`config.mk`:
```
export PLATFORM = sky130hd
export DESIGN_NAME = lsu_top
export DESIGN_NICKNAME = d
export VERILOG_FILES = /design/src/hw/lsu_pkg.sv /design/src/hw/lsu_req_gen.sv /design/src/hw/lsu_txn_ctrl.sv /design/src/hw/lsu_wb_stage.sv /design/src/hw/lsu_top.sv
export SDC_FILE = /design/constraint.sdc
export NUM_CORES = 1
export LEC_CHECK = 0
export BUFFER_PORTS_ARGS = -buffer_cell sky130_fd_sc_hd__buf_2
export CORE_MARGIN = 5
export CORE_UTILIZATION = 40
export DETAILED_ROUTE_END_ITERATION = 8
export PLACE_DENSITY_LB_ADDON = 0.08
export SLEW_MARGIN = 20
export SYNTH_ARGS = -nofsm -noshare
export SYNTH_HDL_FRONTEND = slang
export SYNTH_SLANG_ARGS = --single-unit
export TNS_END_PERCENT = 1
```
`constraint.sdc`:
```
create_clock -name clk -period 9 [get_ports clk]
set_clock_uncertainty 0.1 [all_clocks]
set_input_delay 1.8 -clock clk [delete_from_list [all_inputs] [get_ports clk]]
set_output_delay 1.8 -clock clk [all_outputs]
set_load 0.01 [all_outputs]
```
`src/hw/lsu_pkg.sv`:
```
/*
 * Shared widths, vector types and access-size codes for the load/store unit.
 * Modules import it inside their body and use scoped names on their ports.
 */

`default_nettype none

package lsu_pkg;

  ////////////////////////////////////////////////////////////
  // Data path widths
  ////////////////////////////////////////////////////////////

  // Byte address on the data bus
  typedef logic [31:0] addr_t;

  // Bus and register data word
  typedef logic [31:0] data_t;

  // One enable per byte lane
  typedef logic [3:0] be_t;

  // Byte position inside a word
  typedef logic [1:0] byte_offset_t;

  ////////////////////////////////////////////////////////////
  // Access size codes
  ////////////////////////////////////////////////////////////

  typedef logic [1:0] lsu_size_t;

  localparam lsu_size_t SIZE_BYTE = 2'd0;
  localparam lsu_size_t SIZE_HALF = 2'd1;
  localparam lsu_size_t SIZE_WORD = 2'd2;

  // Address step to the second word of a split access
  localparam int unsigned WORD_BYTES = 4;

endpackage

`default_nettype wire

```
`src/hw/lsu_req_gen.sv`:
```
/*
 * EX-stage request generation.
 * Forms the effective address, detects accesses that cross a word boundary
 * and tracks their second phase, builds byte enables and rotates store data
 * into its byte lanes. All transfer fields are combinational from the inputs.
 */

`timescale 1ns/100ps
`default_nettype none

module lsu_req_gen (
  input  wire logic             clk,
  input  wire logic             rst_n,
  input  wire logic             lsu_en_i,
  input  lsu_pkg::lsu_size_t    lsu_size_i,
  input  wire logic             lsu_use_offset_i,
  input  lsu_pkg::addr_t        operand_a_i,
  input  lsu_pkg::addr_t        operand_b_i,
  input  lsu_pkg::data_t        store_data_i,
  input  wire logic             ex_done_i,
  output logic                  split_o,
  output lsu_pkg::byte_offset_t offset_o,
  output lsu_pkg::addr_t        addr_o,
  output lsu_pkg::be_t          be_o,
  output lsu_pkg::data_t        wdata_o
);

  import lsu_pkg::*;

  // High during the second transfer of a split access
  logic  second_q;
  addr_t base_addr;
  addr_t addr_int;

  ////////////////////////////////////////////////////////////
  // Effective address
  ////////////////////////////////////////////////////////////

  assign base_addr = lsu_use_offset_i ? (operand_a_i + operand_b_i) : operand_a_i;
  // Second phase steps to the next word
  assign addr_int  = base_addr + (second_q ? addr_t'(WORD_BYTES) : addr_t'(0));
  assign offset_o  = addr_int[1:0];

  // Second transfer always starts at byte lane 0
  assign addr_o = second_q ? {addr_int[31:2], 2'b00} : addr_int;

  // Word off alignment, or halfword in the top lane, needs two transfers
  always_comb
  begin
    split_o = 1'b0;
    if (lsu_en_i && !second_q)
    begin
      if (lsu_size_i == SIZE_WORD)
        split_o = (offset_o != 2'b00);
      else if (lsu_size_i == SIZE_HALF)
        split_o = (offset_o == 2'b11);
    end
  end

  // Cleared between instructions so the next one starts in phase one
  always_ff @(posedge clk or negedge rst_n)
  begin
    if (!rst_n)
      second_q <= 1'b0;
    else if (!lsu_en_i)
      second_q <= 1'b0;
    else if (ex_done_i)
      second_q <= split_o;
  end

  ////////////////////////////////////////////////////////////
  // Byte enables
  ////////////////////////////////////////////////////////////

  always_comb
  begin
    case (lsu_size_i)
      SIZE_BYTE: be_o = be_t'(4'b0001 << offset_o);
      SIZE_HALF:
      begin
        if (second_q)
          be_o = 4'b0001;
        else
          // Offset 3 keeps only the top lane in phase one
          be_o = be_t'(4'b0011 << offset_o);
      end
      default:
      begin
        // Phase one fills the upper lanes, phase two the rest
        if (second_q)
          be_o = be_t'(4'b1111 >> (3'd4 - {1'b0, offset_o}));
        else
          be_o = be_t'(4'b1111 << offset_o);
      end
    endcase
  end

  // Store data rotated left by the byte offset
  always_comb
  begin
    case (offset_o)
      2'b00:   wdata_o = store_data_i;
      2'b01:   wdata_o = {store_data_i[23:0], store_data_i[31:24]};
      2'b10:   wdata_o = {store_data_i[15:0], store_data_i[31:16]};
      default: wdata_o = {store_data_i[7:0], store_data_i[31:8]};
    endcase
  end

endmodule

`default_nettype wire

```
`src/hw/lsu_txn_ctrl.sv`:
```
/*
 * Bus transfer control.
 * Counts open transfers up to MAX_OUTSTANDING, raises the bus request and
 * decides when the EX access is complete, keeping EX and WB in lock step.
 */

`timescale 1ns/100ps
`default_nettype none

module lsu_txn_ctrl #(
  parameter int MAX_OUTSTANDING = 2
) (
  input  wire logic clk,
  input  wire logic rst_n,
  input  wire logic lsu_en_i,
  input  wire logic split_i,
  input  wire logic data_gnt_i,
  input  wire logic data_rvalid_i,
  output logic      data_req_o,
  output logic      ready_o,
  output logic      busy_o,
  output logic      ex_done_o
);

  localparam int               CNT_W   = $clog2(MAX_OUTSTANDING + 1);
  localparam logic [CNT_W-1:0] CNT_MAX = CNT_W'(MAX_OUTSTANDING);

  logic [CNT_W-1:0] cnt_q;
  logic [CNT_W-1:0] cnt_next;
  logic             grant;
  // EX transfer granted, still waiting for WB to free up
  logic             issued_q;

  ////////////////////////////////////////////////////////////
  // Request and EX completion
  ////////////////////////////////////////////////////////////

  assign data_req_o = lsu_en_i && !issued_q && (cnt_q < CNT_MAX);
  assign grant      = data_req_o && data_gnt_i;

  always_comb
  begin
    if (!lsu_en_i)
      ex_done_o = 1'b0;
    else if (issued_q || (cnt_q == CNT_MAX))
      // Transfer already out, or no room; the older response frees WB
      ex_done_o = issued_q && data_rvalid_i;
    else if (cnt_q == '0)
      ex_done_o = grant;
    else
      ex_done_o = grant && data_rvalid_i;
  end

  // Core may only move on after the last phase
  assign ready_o = ex_done_o && !split_i;
  assign busy_o  = (cnt_q != '0) || data_req_o;

  always_ff @(posedge clk or negedge rst_n)
  begin
    if (!rst_n)
      issued_q <= 1'b0;
    else if (ex_done_o)
      issued_q <= 1'b0;
    else if (grant)
      issued_q <= 1'b1;
  end

  ////////////////////////////////////////////////////////////
  // Outstanding transfer counter
  ////////////////////////////////////////////////////////////

  always_comb
  begin
    case ({grant, data_rvalid_i})
      2'b10:   cnt_next = cnt_q + 1'b1;
      2'b01:   cnt_next = cnt_q - 1'b1;
      default: cnt_next = cnt_q;
    endcase
  end

  always_ff @(posedge clk or negedge rst_n)
  begin
    if (!rst_n)
      cnt_q <= '0;
    else
      cnt_q <= cnt_next;
  end

endmodule

`default_nettype wire

```
`src/hw/lsu_wb_stage.sv`:
```
/*
 * WB-side response handling.
 * Holds the control of the access in WB, aligns and extends load data,
 * merges the two halves of a split load and reports bus errors together
 * with the address of the most recent granted transfer.
 */

`timescale 1ns/100ps
`default_nettype none

module lsu_wb_stage (
  input  wire logic             clk,
  input  wire logic             rst_n,
  input  wire logic             ex_done_i,
  input  wire logic             split_i,
  input  wire logic             lsu_we_i,
  input  lsu_pkg::lsu_size_t    lsu_size_i,
  input  wire logic             lsu_sign_ext_i,
  input  lsu_pkg::byte_offset_t offset_i,
  input  lsu_pkg::addr_t        addr_i,
  input  wire logic             grant_i,
  input  wire logic             data_rvalid_i,
  input  lsu_pkg::data_t        data_rdata_i,
  input  wire logic             data_err_i,
  output logic                  wb_valid_o,
  output lsu_pkg::data_t        wb_rdata_o,
  output logic                  wb_err_o,
  output lsu_pkg::addr_t        wb_addr_o
);

  import lsu_pkg::*;

  // Control of the access now in WB
  lsu_size_t    size_q;
  logic         sign_ext_q;
  logic         we_q;
  byte_offset_t offset_q;
  logic         last_q;

  // First half of a split load
  data_t        rdata_q;

  logic [7:0]   rdata_b;
  logic [15:0]  rdata_h;
  data_t        rdata_w;

  // Moves with EX so both stages stay in step
  always_ff @(posedge clk or negedge rst_n)
  begin
    if (!rst_n)
    begin
      size_q     <= SIZE_BYTE;
      sign_ext_q <= 1'b0;
      we_q       <= 1'b0;
      offset_q   <= '0;
      last_q     <= 1'b0;
    end
    else if (ex_done_i)
    begin
      size_q     <= lsu_size_i;
      sign_ext_q <= lsu_sign_ext_i;
      we_q       <= lsu_we_i;
      offset_q   <= offset_i;
      last_q     <= !split_i;
    end
  end

  ////////////////////////////////////////////////////////////
  // Read data alignment
  ////////////////////////////////////////////////////////////

  always_comb
  begin
    case (offset_q)
      2'b00:
      begin
        rdata_b = data_rdata_i[7:0];
        rdata_h = data_rdata_i[15:0];
        rdata_w = data_rdata_i;
      end
      2'b01:
      begin
        rdata_b = data_rdata_i[15:8];
        rdata_h = data_rdata_i[23:8];
        rdata_w = {data_rdata_i[7:0], rdata_q[31:8]};
      end
      2'b10:
      begin
        rdata_b = data_rdata_i[23:16];
        rdata_h = data_rdata_i[31:16];
        rdata_w = {data_rdata_i[15:0], rdata_q[31:16]};
      end
      default:
      begin
        rdata_b = data_rdata_i[31:24];
        // Halfword across the word boundary, low byte from the carry
        rdata_h = {data_rdata_i[7:0], rdata_q[31:24]};
        rdata_w = {data_rdata_i[23:0], rdata_q[31:24]};
      end
    endcase
  end

  // Zero or sign extension by size
  always_comb
  begin
    case (size_q)
      SIZE_BYTE: wb_rdata_o = {{24{sign_ext_q && rdata_b[7]}}, rdata_b};
      SIZE_HALF: wb_rdata_o = {{16{sign_ext_q && rdata_h[15]}}, rdata_h};
      default:   wb_rdata_o = rdata_w;
    endcase
  end

  // Raw word for a first phase, final result otherwise
  always_ff @(posedge clk)
  begin
    if (data_rvalid_i && !we_q)
    begin
      if (!last_q)
        rdata_q <= data_rdata_i;
      else
        rdata_q <= wb_rdata_o;
    end
  end

  ////////////////////////////////////////////////////////////
  // Completion, errors and trap address
  ////////////////////////////////////////////////////////////

  assign wb_valid_o = last_q && data_rvalid_i;
  assign wb_err_o   = data_rvalid_i && data_err_i;

  always_ff @(posedge clk or negedge rst_n)
  begin
    if (!rst_n)
      wb_addr_o <= '0;
    else if (grant_i)
      wb_addr_o <= addr_i;
  end

endmodule

`default_nettype wire

```
`src/hw/lsu_top.sv`:
```
/*
 * Data-side load/store unit of the core.
 * Connects the EX request generator, the transfer controller and the WB
 * alignment stage to the core pipeline and to the req/gnt/rvalid data bus.
 * MAX_OUTSTANDING sets how many bus transfers may be open at once.
 */

`timescale 1ns/100ps
`default_nettype none

module lsu_top #(
  parameter int MAX_OUTSTANDING = 2
) (
  input  wire logic             clk,
  input  wire logic             rst_n,

  // EX stage request
  input  wire logic             lsu_en_i,
  input  wire logic             lsu_we_i,
  input  lsu_pkg::lsu_size_t    lsu_size_i,
  input  wire logic             lsu_sign_ext_i,
  input  wire logic             lsu_use_offset_i,
  input  lsu_pkg::addr_t        operand_a_i,
  input  lsu_pkg::addr_t        operand_b_i,
  input  lsu_pkg::data_t        store_data_i,
  output logic                  ready_o,
  output logic                  busy_o,

  // WB stage result
  output logic                  wb_valid_o,
  output lsu_pkg::data_t        wb_rdata_o,
  output logic                  wb_err_o,
  output lsu_pkg::addr_t        wb_addr_o,

  // Data bus
  output logic                  data_req_o,
  input  wire logic             data_gnt_i,
  output lsu_pkg::addr_t        data_addr_o,
  output logic                  data_we_o,
  output lsu_pkg::be_t          data_be_o,
  output lsu_pkg::data_t        data_wdata_o,
  input  wire logic             data_rvalid_i,
  input  lsu_pkg::data_t        data_rdata_i,
  input  wire logic             data_err_i
);

  import lsu_pkg::*;

  // EX to WB and controller
  logic         split;
  logic         ex_done;
  byte_offset_t offset;
  addr_t        addr;

  // Accepted transfer on the bus
  logic         grant;

  assign grant     = data_req_o && data_gnt_i;
  assign data_addr_o = addr;
  assign data_we_o   = lsu_we_i;

  // Address, byte enables and store data
  lsu_req_gen u_req_gen (
    .clk              (clk),
    .rst_n            (rst_n),
    .lsu_en_i         (lsu_en_i),
    .lsu_size_i       (lsu_size_i),
    .lsu_use_offset_i (lsu_use_offset_i),
    .operand_a_i      (operand_a_i),
    .operand_b_i      (operand_b_i),
    .store_data_i     (store_data_i),
    .ex_done_i        (ex_done),
    .split_o          (split),
    .offset_o         (offset),
    .addr_o           (addr),
    .be_o             (data_be_o),
    .wdata_o          (data_wdata_o)
  );

  // Outstanding count and EX handshake
  lsu_txn_ctrl #(
    .MAX_OUTSTANDING (MAX_OUTSTANDING)
  ) u_txn_ctrl (
    .clk           (clk),
    .rst_n         (rst_n),
    .lsu_en_i      (lsu_en_i),
    .split_i       (split),
    .data_gnt_i    (data_gnt_i),
    .data_rvalid_i (data_rvalid_i),
    .data_req_o    (data_req_o),
    .ready_o       (ready_o),
    .busy_o        (busy_o),
    .ex_done_o     (ex_done)
  );

  // Response alignment and reporting
  lsu_wb_stage u_wb_stage (
    .clk            (clk),
    .rst_n          (rst_n),
    .ex_done_i      (ex_done),
    .split_i        (split),
    .lsu_we_i       (lsu_we_i),
    .lsu_size_i     (lsu_size_i),
    .lsu_sign_ext_i (lsu_sign_ext_i),
    .offset_i       (offset),
    .addr_i         (addr),
    .grant_i        (grant),
    .data_rvalid_i  (data_rvalid_i),
    .data_rdata_i   (data_rdata_i),
    .data_err_i     (data_err_i),
    .wb_valid_o     (wb_valid_o),
    .wb_rdata_o     (wb_rdata_o),
    .wb_err_o       (wb_err_o),
    .wb_addr_o      (wb_addr_o)
  );

endmodule

`default_nettype wire

```
==> reports/metrics.csv, run 1 <==
stage,metric,value,unit
run_status,status,"finished, final reports clean",
finish,mostFrequentLayoutCells,"275 x buf_2, 122 x nand2_1, 69 x nor2_1",
sta,rsz0062_at_grt,false,
sta,tightestPinTransition,0.992,ns
floorplanning,io_pins,277,
synthesis,synth_seq_cells,67,
setup_path,startpoint_type,input port,
synthesis,yosys_warnings,0,
finish,drive_above_1_share,0.326,
grt,grt_pass1_wl,43.0,mm
floorplanning,die_height,153,um
sta,setup_viol,0,
synthesis,synthCells,968,
clocking,post_cts_buffers,0,
sta,fin_setup_tns,0,ns
grt,first_global_vias,8003,
synthesis,syn-cell-area,0.00819,mm^2
placed_design,placed_cell_area,0.00972,mm^2
setup_path,crit_path_end_kind,output pin,
sta,post-route-min-period,7.33,ns
floorplanning,row_count,52,
grt,overflow,0,
synthesis,yosys.area.top_type,dfrtp_1,
floorplanning,chipWidth,153,um
synthesis,synth_top_area_frac,0.131,
synthesis,ys.flop_type,dfrtp_1,
clocking,clockRootBuffer,clkbuf_16,
drt,drc,0,
placed_design,place_inst,1455,
sta,slew_violations,0,
setup_path,critPathRequiredTime,7.10,ns
drt,ant_nets,0,
clocking,cts_max_path_buffers,2,
clocking,clk_latency,0.33,ns
drt,top_layer,met4,
finish,mostFrequentLayoutCell,buf_2,
floorplanning,core-area,0.0202,mm^2
drt,via_count,8419,
drt,wl_per_cell,18.3,um
clocking,cts_resized,0,
power,leakage,4.60,nW
finish,final_nets,1379,
drt,first_iter_violations,584,
min_path,hold_path.class,reg2reg,
synthesis,avgSynthCellArea,8.46,um^2
synthesis,synthArstFlopShare,0.642,
sta,finalCritPeriodShare,0.814,
synthesis,synth_edf_count,24,
synthesis,synthTopCellsByArea,"dfrtp_1 13%, edfxtp_1 8.8%, mux4_2 8.2%",
setup_path,crit_path_cell_trace,buf_2 -> ha_1 -> inv_1 -> fa_1 -> nand2b_1 -> a211oi_4 -> o21ai_2 -> a211oi_1 -> a211oi_1 -> or4_4 -> nor4_4 -> nor3b_4 -> a21boi_0 -> a21oi_1 -> buf_2,
drt,drt_wl_total,26.9,mm
finish,fin_area,0.0100,mm^2
setup_path,arrival,5.43,ns
grt,grtUsageTotal,0.219,
setup_path,max_stage_delay,0.58,ns
floorplanning,die_area,0.0234,mm^2
clocking,clock_sinks,67,
clocking,clk_pin_slew_worst_paths,0.06,ns
finish,antenna_cells,0,
clocking,cts-htree-levels,3,
power,power.density,243,mW/mm^2
job,max_cap_violations,0,
setup_path,worstSetupPathType,in2out,
clocking,hold_buffers,0,
clocking,cts_buffers,9,
drt,avgViaCountPerCell,5.72,
synthesis,ys_types,80,
sta,hold_viol_final,0,
setup_path,crit_buf_inv,3,
drt,firstDrtPassIters,7,
sta,relSlewSlack,0.338,
drt,wl_met1,11.5,mm
setup_path,slowest_stage,or4_4,
grt,antenna_found_initial,0,
power,peakVddDrop,0.108,mV
finish,fill_cells,2027,
placed_design,io_buffers,276,
sta,max_freq,136,MHz
drt,wl_met3,1.35,mm
clocking,cts_tree,yes,
finish,instances_no_fill,1471,
placed_design,place_hpwl,20.9,mm
floorplanning,initial_core_util,0.406,
setup_path,crit_fanout,8,
synthesis,synth_fp_nets,1151,
drt,wl_met2,13.5,mm
finish,synthToLayoutAreaGrowth,22.3,%
grt,grt_max_degree,52,
setup_path,cpLargestDelayFamily,simple AND/OR/NAND/NOR gates,
synthesis,ys_seq_area_frac,0.219,
placed_design,place_congestion,0.889,
==> power breakdown <==
group	internal [mW]	leakage [nW]	switching, mW
clock network	0.201	0.139	0.133
registers	0.480	0.753	0.109
logic	0.662	3.71	0.847
total	1.34	4.60	1.09
==> Yosys cell counts (4+ instances only) <==
library cell  count
nand2_1         122
nor2_1           70
a21oi_1          59
inv_1            58
clkbuf_1         56
mux2i_1          54
o21ai_0          48
dfrtp_1          43
ha_1             43
mux2_2           34
a222oi_1         33
mux4_2           30
xnor2_1          26
nor2b_1          25
a31oi_1          24
edfxtp_1         24
a211oi_1         17
nor3_1           17
xor2_1           14
a21o_1           11
a32oi_1          11
a22o_1            8
a22oi_1           8
buf_1             8
nand3_1           8
and3_1            7
nand2b_1          7
nand4_1           7
and2_1            6
and4_1            6
o211ai_1          6
o31ai_1           5
a21boi_0          4
nand3b_1          4
==> layout make-up <==
type / instances / area [um^2] / share of cell area
tap: 270 / 338 / 0.0337
clock buffer: 12 / 256 / 0.0256
multi-input combinational: 775 / 5930 / 0.592
clock inverter: 4 / 26.3 / 0.00262
timing repair buffer: 284 / 1440 / 0.144
inverter: 59 / 221 / 0.0221
sequential: 67 / 1800 / 0.180
==> layer usage <==
metal | vias up | global-route usage
li1 | 4124 | -
met3 | 33 | 0.0212
met4 | 0 | 0.0590
met1 | 3994 | 0.286
met5 | - | 0
met2 | 268 | 0.386
==> path summary, 6_finish.rpt <==
check / from / to / slack, ns / cells past startpoint
worst min-delay path: u_wb_stage.wb_addr_o[2]$_DFFE_PN0P_ / u_wb_stage.wb_addr_o[2]$_DFFE_PN0P_ / 0.37 / 2
worst max register to register: u_wb_stage.offset_q[1]$_DFFE_PN0P_ / u_wb_stage.rdata_q[12]$_DFFE_PP_ / 5.88 / 9
worst max-delay path: operand_a_i[0] / data_addr_o[26] / 1.67 / 15
worst min register to register: u_wb_stage.wb_addr_o[2]$_DFFE_PN0P_ / u_wb_stage.wb_addr_o[2]$_DFFE_PN0P_ / 0.37 / 2
min in group asynchronous: rst_n / u_wb_stage.wb_addr_o[30]$_DFFE_PN0P_ / 1.35 / 1
max in group asynchronous: rst_n / u_wb_stage.offset_q[1]$_DFFE_PN0P_ / 7.02 / 1
==> per-stage QoR <==
| stage | hold slack [ns] | utilization | setup WS, ns | power [mW] |
|---|---|---|---|---|
| 2_1_floorplan | 0.365 | - | 1.84 | 1.58 |
| 3_3_place_gp | 0.355 | 0.482 | 1.75 | 2.10 |
| 3_5_place_dp | 0.357 | 0.482 | 1.70 | 2.11 |
| 4_1_cts | 0.372 | 0.496 | 1.68 | 2.46 |
| 5_1_grt | 0.387 | 0.497 | 1.40 | 2.62 |
| 6_report | 0.367 | 0.497 | 1.67 | 2.43 |
==> cells by family (layout without fill, tap and decap cells) <==
logic type                 Yosys count  in the layout  synth area share
and+or+nand+nor                    297            297             0.173
buffers and inverters              126            359            0.0585
DFF                                 67             67             0.219
muxes                              118            118             0.195
adders and majority gates           44             44            0.0681
AOI/OAI and AO/OA                  275            275             0.241
xor gates and xnor gates            41             41            0.0447
==> state kept, by name (all words and copies together), names as in the netlist <==
signal	cells
u_wb_stage.sign_ext_q	1
u_txn_ctrl.cnt_q	2
u_wb_stage.size_q	2
u_wb_stage.rdata_q	24
u_wb_stage.wb_addr_o	32
u_wb_stage.we_q	1
u_wb_stage.offset_q	2
u_wb_stage.last_q	1
u_req_gen.second_q	1
u_txn_ctrl.issued_q	1
==> worst register-to-register path, cell delays in order (launching register included) <==
cell	delay, ns
dfrtp_2	0.71
buf_4	0.43
nand2_1	0.15
o2111a_1	0.43
inv_1	0.18
nand2_1	0.08
a21o_1	0.18
a222oi_1	0.21
a21oi_1	0.12
mux2_2	0.28
(Power assumes the default switching activity.)
==> run 2, diff against run 1 <==
Settings changed: ABC_AREA set to 1.
Clock period 9 ns to 5.95 ns, I/O delays scaled along.
==> run 2 against run 1 <==
Net effect:
- hold slack better by 0.0060 ns
- power up 54%
- non-clock buffer count rose by 7
- combinational power grew 56%
- sequential power is 46% higher
- highest routed layer is now met5
==> reports/metrics.csv, run 2 <==
stage,metric,value,unit
power,leakage,6.14,nW
finish,mostFrequentLayoutCell,nand2_1,
finish,utilization,0.492,
drt,drt_wl_total,32.6,mm
finish,synthToLayoutAreaGrowth,20.7,%
floorplanning,die_area,0.0262,mm^2
job,max_cap_violations,0,
synthesis,yosys_warnings,0,
placed_design,place_hpwl,26.2,mm
grt,antenna_found_initial,1,
floorplanning,io_pins,277,
clocking,clk_latency,0.33,ns
synthesis,synth_edf_count,24,
clocking,hold_buffers,0,
run_status,status,"finished, final reports clean",
sta,setup_viol,0,
drt,wl_per_cell,15.6,um
sta,post-route-min-period,5.22,ns
floorplanning,initial_core_util,0.407,
sta,rsz0062_at_grt,false,
power,peakVddDrop,0.171,mV
placed_design,place_congestion,0.899,
synthesis,ys_seq_area_frac,0.195,
floorplanning,die_height,162,um
clocking,cts_max_path_buffers,2,
sta,fin_setup_tns,0,ns
synthesis,yosys-top-cells-count,"484 x nand2_1, 255 x inv_1, 100 x nand3_1, 78 x a21oi_1, 74 x o21ai_0",
finish,largest-register,u_wb_stage.wb_addr_o,
setup_path,startpoint_type,input port,
sta,max_freq,192,MHz
synthesis,synth_seq_cells,67,
clocking,cts_buffers,9,
finish,largest_reg_flops,32,
setup_path,worstSetupPathType,in2out,
clocking,cts_resized,0,
clocking,cts_tree,yes,
clocking,clockRootBuffer,clkbuf_16,
synthesis,avgSynthCellArea,5.92,um^2
min_path,hold_path_depth,2,
power,total_power,3.74,mW
drt,firstDrtPassIters,5,
synthesis,synth_most_common_cell,nand2_1,
synthesis,synthArstFlopShare,0.642,
min_path,hold_path.class,reg2reg,
clocking,cts-htree-levels,3,
setup_path,reg2reg_to,u_wb_stage.rdata_q[22]$_DFFE_PP_,
setup_path,reg2regPathDepth,14,
setup_path,arrival,3.93,ns
setup_path,crit_path_end_kind,output pin,
sta,relSlewSlack,0.383,
synthesis,syn-cell-area,0.00922,mm^2
synthesis,yosys.area.top_type,nand2_1,
sta,tightestPinTransition,0.925,ns
synthesis,synth_top_area_frac,0.197,
grt,grt_pass1_wl,51.8,mm
synthesis,ys.flop_type,dfrtp_1,
min_path,hold_start,u_wb_stage.wb_addr_o[25]$_DFFE_PN0P_,
setup_path,critPathRequiredTime,4.66,ns
min_path,hold_end,u_wb_stage.wb_addr_o[25]$_DFFE_PN0P_,
placed_design,placed_cell_area,0.0108,mm^2
grt,grtUsageTotal,0.240,
drt,ant_nets,0,
grt,overflow,0,
finish,final_nets,1984,
sta,hold_viol_final,0,
power,power.density,336,mW/mm^2
synthesis,synthTopCellsByArea,"nand2_1 20%, dfrtp_1 12%, inv_1 10%",
sta,finalCritPeriodShare,0.877,
setup_path,reg2reg_setup_slack,2.64,ns
clocking,clk_pin_slew_worst_paths,0.06,ns
setup_path,crit_fanout,32,
finish,fin_area,0.0111,mm^2
drt,drc,0,
clocking,clock_sinks,67,
drt,first_iter_violations,811,
synthesis,synth_fp_nets,1740,
finish,mostFrequentLayoutCells,"484 x nand2_1, 276 x buf_2, 255 x inv_1",
floorplanning,core-area,0.0226,mm^2
synthesis,ys_types,50,
grt,grt_max_degree,50,
setup_path,r2r-start,u_wb_stage.offset_q[0]$_DFFE_PN0P_,
floorplanning,row_count,55,
clocking,post_cts_buffers,0,
drt,via_count,10900,
grt,first_global_vias,10300,
finish,top_regs,"u_wb_stage.wb_addr_o x32, u_wb_stage.rdata_q x24",
finish,antenna_cells,0,
sta,slew_violations,0,
sta,whs,0.373,ns
placed_design,io_buffers,276,
finish,drive_above_1_share,0.238,
floorplanning,chipWidth,162,um
drt,avgViaCountPerCell,5.20,
synthesis,synthCells,1557,
## run 2: cell count changes after synthesis, moves of 23 or more
cell,delta
mux4_2,-30
a31oi_1,-23
o21ai_0,+26
nor2b_1,-24
nor2_2,+25
o22ai_1,+51
nand2_1,+362
inv_1,+197
a222oi_1,-33
mux2_2,-31
nand3_1,+92
mux2i_1,-54
## run 2: how the worst max path moves through the flow
stage / from / to
2_1_floorplan: operand_a_i[0] / data_be_o[0]
3_5_place_dp: operand_a_i[0] / data_wdata_o[8]
5_1_grt: operand_a_i[0] / data_addr_o[31]
6_report: operand_a_i[0] / data_wdata_o[8]
3_3_place_gp: operand_a_i[0] / data_addr_o[23]
4_1_cts: operand_a_i[0] / data_wdata_o[8]
## run 2: cell type report
type,count,area (um^2)
inverters,276,1040
clock inverters,6,45.0
flip-flops and latches,67,1800
well taps,285,357
repair buffers,291,1490
clock buffers,10,250
fillers,2508,11500
multi-input cells,1156,6150
## run 2: logic make-up after synthesis
group | Yosys count | share of synthesized area
AND/OR/NAND/NOR | 781 | 0.378
adder cells (fa/ha/maj) | 44 | 0.0605
AO/OA/AOI/OAI | 311 | 0.208
multiplexers | 3 | 0.00366
flip-flops | 67 | 0.195
buffers and inverters | 334 | 0.138
XOR/XNOR | 17 | 0.0161
## run 2: critical path: stages
cell	delay, ns
buf_2	0.09
ha_1	0.24
inv_1	0.07
fa_1	0.47
o21ai_0	0.09
buf_4	0.18
ha_1	0.22
inv_1	0.67
o22ai_1	0.21
a211oi_1	0.25
a21oi_1	0.07
buf_2	0.17
## run 2: stage by stage
stage | worst slack, ns | std cells
after floorplan | 1.13 | 1557
after global placement | 0.851 | 2075
after detailed placement | 0.739 | 2075
after CTS | 0.731 | 2091
after global routing | 0.436 | 2091
final | 0.730 | 2091
## run 2: where the power goes
| group | switching, mW | total (mW) | internal, mW | leakage (nW) |
|---|---|---|---|---|
| registers | 0.139 | 0.857 | 0.718 | 0.770 |
| logic | 1.51 | 2.36 | 0.844 | 5.22 |
| clock network | 0.219 | 0.530 | 0.310 | 0.148 |
| total | 1.87 | 3.74 | 1.87 | 6.14 |
## run 2: per-layer routing
| layer | wire, um | up-vias | track usage |
|---|---|---|---|
| met5 | 13 | - | 0 |
| met4 | 695 | 2 | 0.0711 |
| li1 | - | 5569 | - |
| met1 | 14000 | 4900 | 0.306 |
| met3 | 1870 | 48 | 0.0236 |
| met2 | 16000 | 352 | 0.430 |
==> run 3, diff against run 2 <==
Settings changed: CORE_UTILIZATION 40 to 49.
==> run 3 against run 2 <==
Net effect:
- via count up 1.1%
- critical path type unchanged
- core utilization up 10 points
- critical endpoint is now data_wdata_o[18]
- clock power up 15%
- fmax up 0.68%
- worst setup slack better by 0.035 ns
- flip-flop and latch count unchanged
- sequential share of layout area about the same
- sequential power down 1%
- final area down 0.12%
==> reports/metrics.csv, run 3 (synthesized netlist as in run 2, its figures left out) <==
stage,metric,value,unit
placed_design,io_buffers,276,
run_status,status,"finished, final reports clean",
setup_path,crit_path_end_kind,output pin,
setup_path,crit_fanout,32,
drt,firstDrtPassIters,6,
drt,first_iter_violations,704,
power,combPwrFrac,0.618,
clocking,clockRootBuffer,clkbuf_16,
grt,antenna_found_initial,0,
grt,grtUsageTotal,0.277,
power,leakage,6.15,nW
clocking,cts_tree,yes,
finish,largest_reg_flops,32,
sta,post-route-min-period,5.19,ns
drt,drc,0,
sta,tightestPinTransition,0.923,ns
grt,grt_max_degree,54,
job,max_cap_violations,0,
setup_path,worstSetupPathType,in2out,
sta,slew_violations,0,
sta,rsz0062_at_grt,false,
setup_path,arrival,3.90,ns
grt,first_global_vias,10000,
finish,antenna_cells,0,
power,pwr-share-seq,0.222,
clocking,post_cts_buffers,0,
sta,whs,0.372,ns
floorplanning,io_pins,277,
power,p_clk_frac,0.160,
grt,overflow,0,
sta,setup_viol,0,
floorplanning,die_height,147,um
setup_path,critPathRequiredTime,4.66,ns
clocking,cts_max_path_buffers,2,
min_path,hold_path.class,reg2reg,
sta,max_freq,193,MHz
placed_design,place_hpwl,25.3,mm
power,peakVddDrop,0.249,mV
finish,largest-register,u_wb_stage.wb_addr_o,
drt,avgViaCountPerCell,5.39,
placed_design,place_congestion,0.969,
finish,final_nets,1982,
finish,mostFrequentLayoutCell,nand2_1,
sta,fin_setup_tns,0,ns
clocking,cts_resized,0,
clocking,cts_buffers,9,
clocking,clock_sinks,67,
finish,multi_input_area,0.00615,mm^2
clocking,cts-htree-levels,3,
floorplanning,initial_core_util,0.495,
clocking,hold_buffers,0,
setup_path,startpoint_type,input port,
finish,mostFrequentLayoutCells,"484 x nand2_1, 275 x buf_2, 255 x inv_1",
finish,synthToLayoutAreaGrowth,20.6,%
floorplanning,chipWidth,147,um
grt,grt_pass1_wl,50.0,mm
power,swShare,0.487,
floorplanning,die_area,0.0217,mm^2
clocking,clk_latency,0.34,ns
drt,ant_nets,0,
sta,relSlewSlack,0.384,
drt,wl_per_cell,15.4,um
finish,area.sequential,0.00180,mm^2
drt,via_count,11000,
clocking,clk_pin_slew_worst_paths,0.05,ns
finish,drive_above_1_share,0.237,
floorplanning,core-area,0.0186,mm^2
power,power.density,343,mW/mm^2
floorplanning,row_count,50,
drt,drt_wl_total,31.3,mm
power,total_power,3.82,mW
power,p_sw,1.86,mW
power,cell_internal_pwr,1.96,mW
sta,finalCritPeriodShare,0.871,
finish,fill_cells,1930,
sta,hold_viol_final,0,
finish,top_regs,"u_wb_stage.wb_addr_o x32, u_wb_stage.rdata_q x24",
run 3: layout make-up:
class	count	area share
timing repair buffer	289	0.134
inverter	276	0.0932
sequential	67	0.162
clock inverter	6	0.00855
tap	234	0.0263
multi-input combinational	1156	0.554
clock buffer	10	0.0225
run 3: worst max-delay path, stage by stage:
cell      delay, ns
buf_2          0.09
ha_1           0.24
inv_1          0.08
fa_1           0.48
o21ai_0        0.09
buf_4          0.18
ha_1           0.21
inv_1          0.65
o22ai_1        0.21
a211oi_1       0.22
a21oi_1        0.08
buf_2          0.17
run 3: metal layers:
| metal | vias up | GRT usage | wire (um) |
|---|---|---|---|
| met5 | - | 0 | 0 |
| met4 | 0 | 0.0955 | 879 |
| met3 | 57 | 0.0281 | 2250 |
| met2 | 451 | 0.496 | 15300 |
| met1 | 4922 | 0.348 | 12900 |
| li1 | 5562 | - | - |
run 3: path summary, 6_finish.rpt:
kind                                                   endpoint  slack, ns  cells after the start                            startpoint
max                                            data_wdata_o[18]       0.76                     12                        operand_a_i[0]
min                        u_wb_stage.wb_addr_o[18]$_DFFE_PN0P_       0.37                      2  u_wb_stage.wb_addr_o[18]$_DFFE_PN0P_
max reg2reg                    u_wb_stage.rdata_q[31]$_DFFE_PP_       2.64                     14    u_wb_stage.offset_q[0]$_DFFE_PN0P_
min reg2reg                u_wb_stage.wb_addr_o[18]$_DFFE_PN0P_       0.37                      2  u_wb_stage.wb_addr_o[18]$_DFFE_PN0P_
max in group asynchronous      u_wb_stage.size_q[0]$_DFFE_PN0P_       4.62                      1                                 rst_n
min in group asynchronous   u_wb_stage.wb_addr_o[0]$_DFFE_PN0P_       0.74                      1                                 rst_n
run 3: power by group through the flow:
stage               logic [mW]  registers, mW  clock network [mW]
floorplan                 1.50          0.872                   0
global placement          2.32          0.849                   0
detailed placement        2.34          0.854                   0
CTS                       2.36          0.847               0.615
global route              2.62          0.871               0.636
finish                    2.36          0.848               0.610
run 3: through the flow:
stage          setup WS (ns)  utilization  std cells  instance area (um^2)
2_1_floorplan           1.13            -       1557                  9220
3_3_place_gp           0.870        0.578       2022                 10800
3_5_place_dp           0.780        0.578       2022                 10800
4_1_cts                0.775        0.596       2038                 11100
5_1_grt                0.443        0.596       2038                 11100
6_report               0.765        0.596       2038                 11100
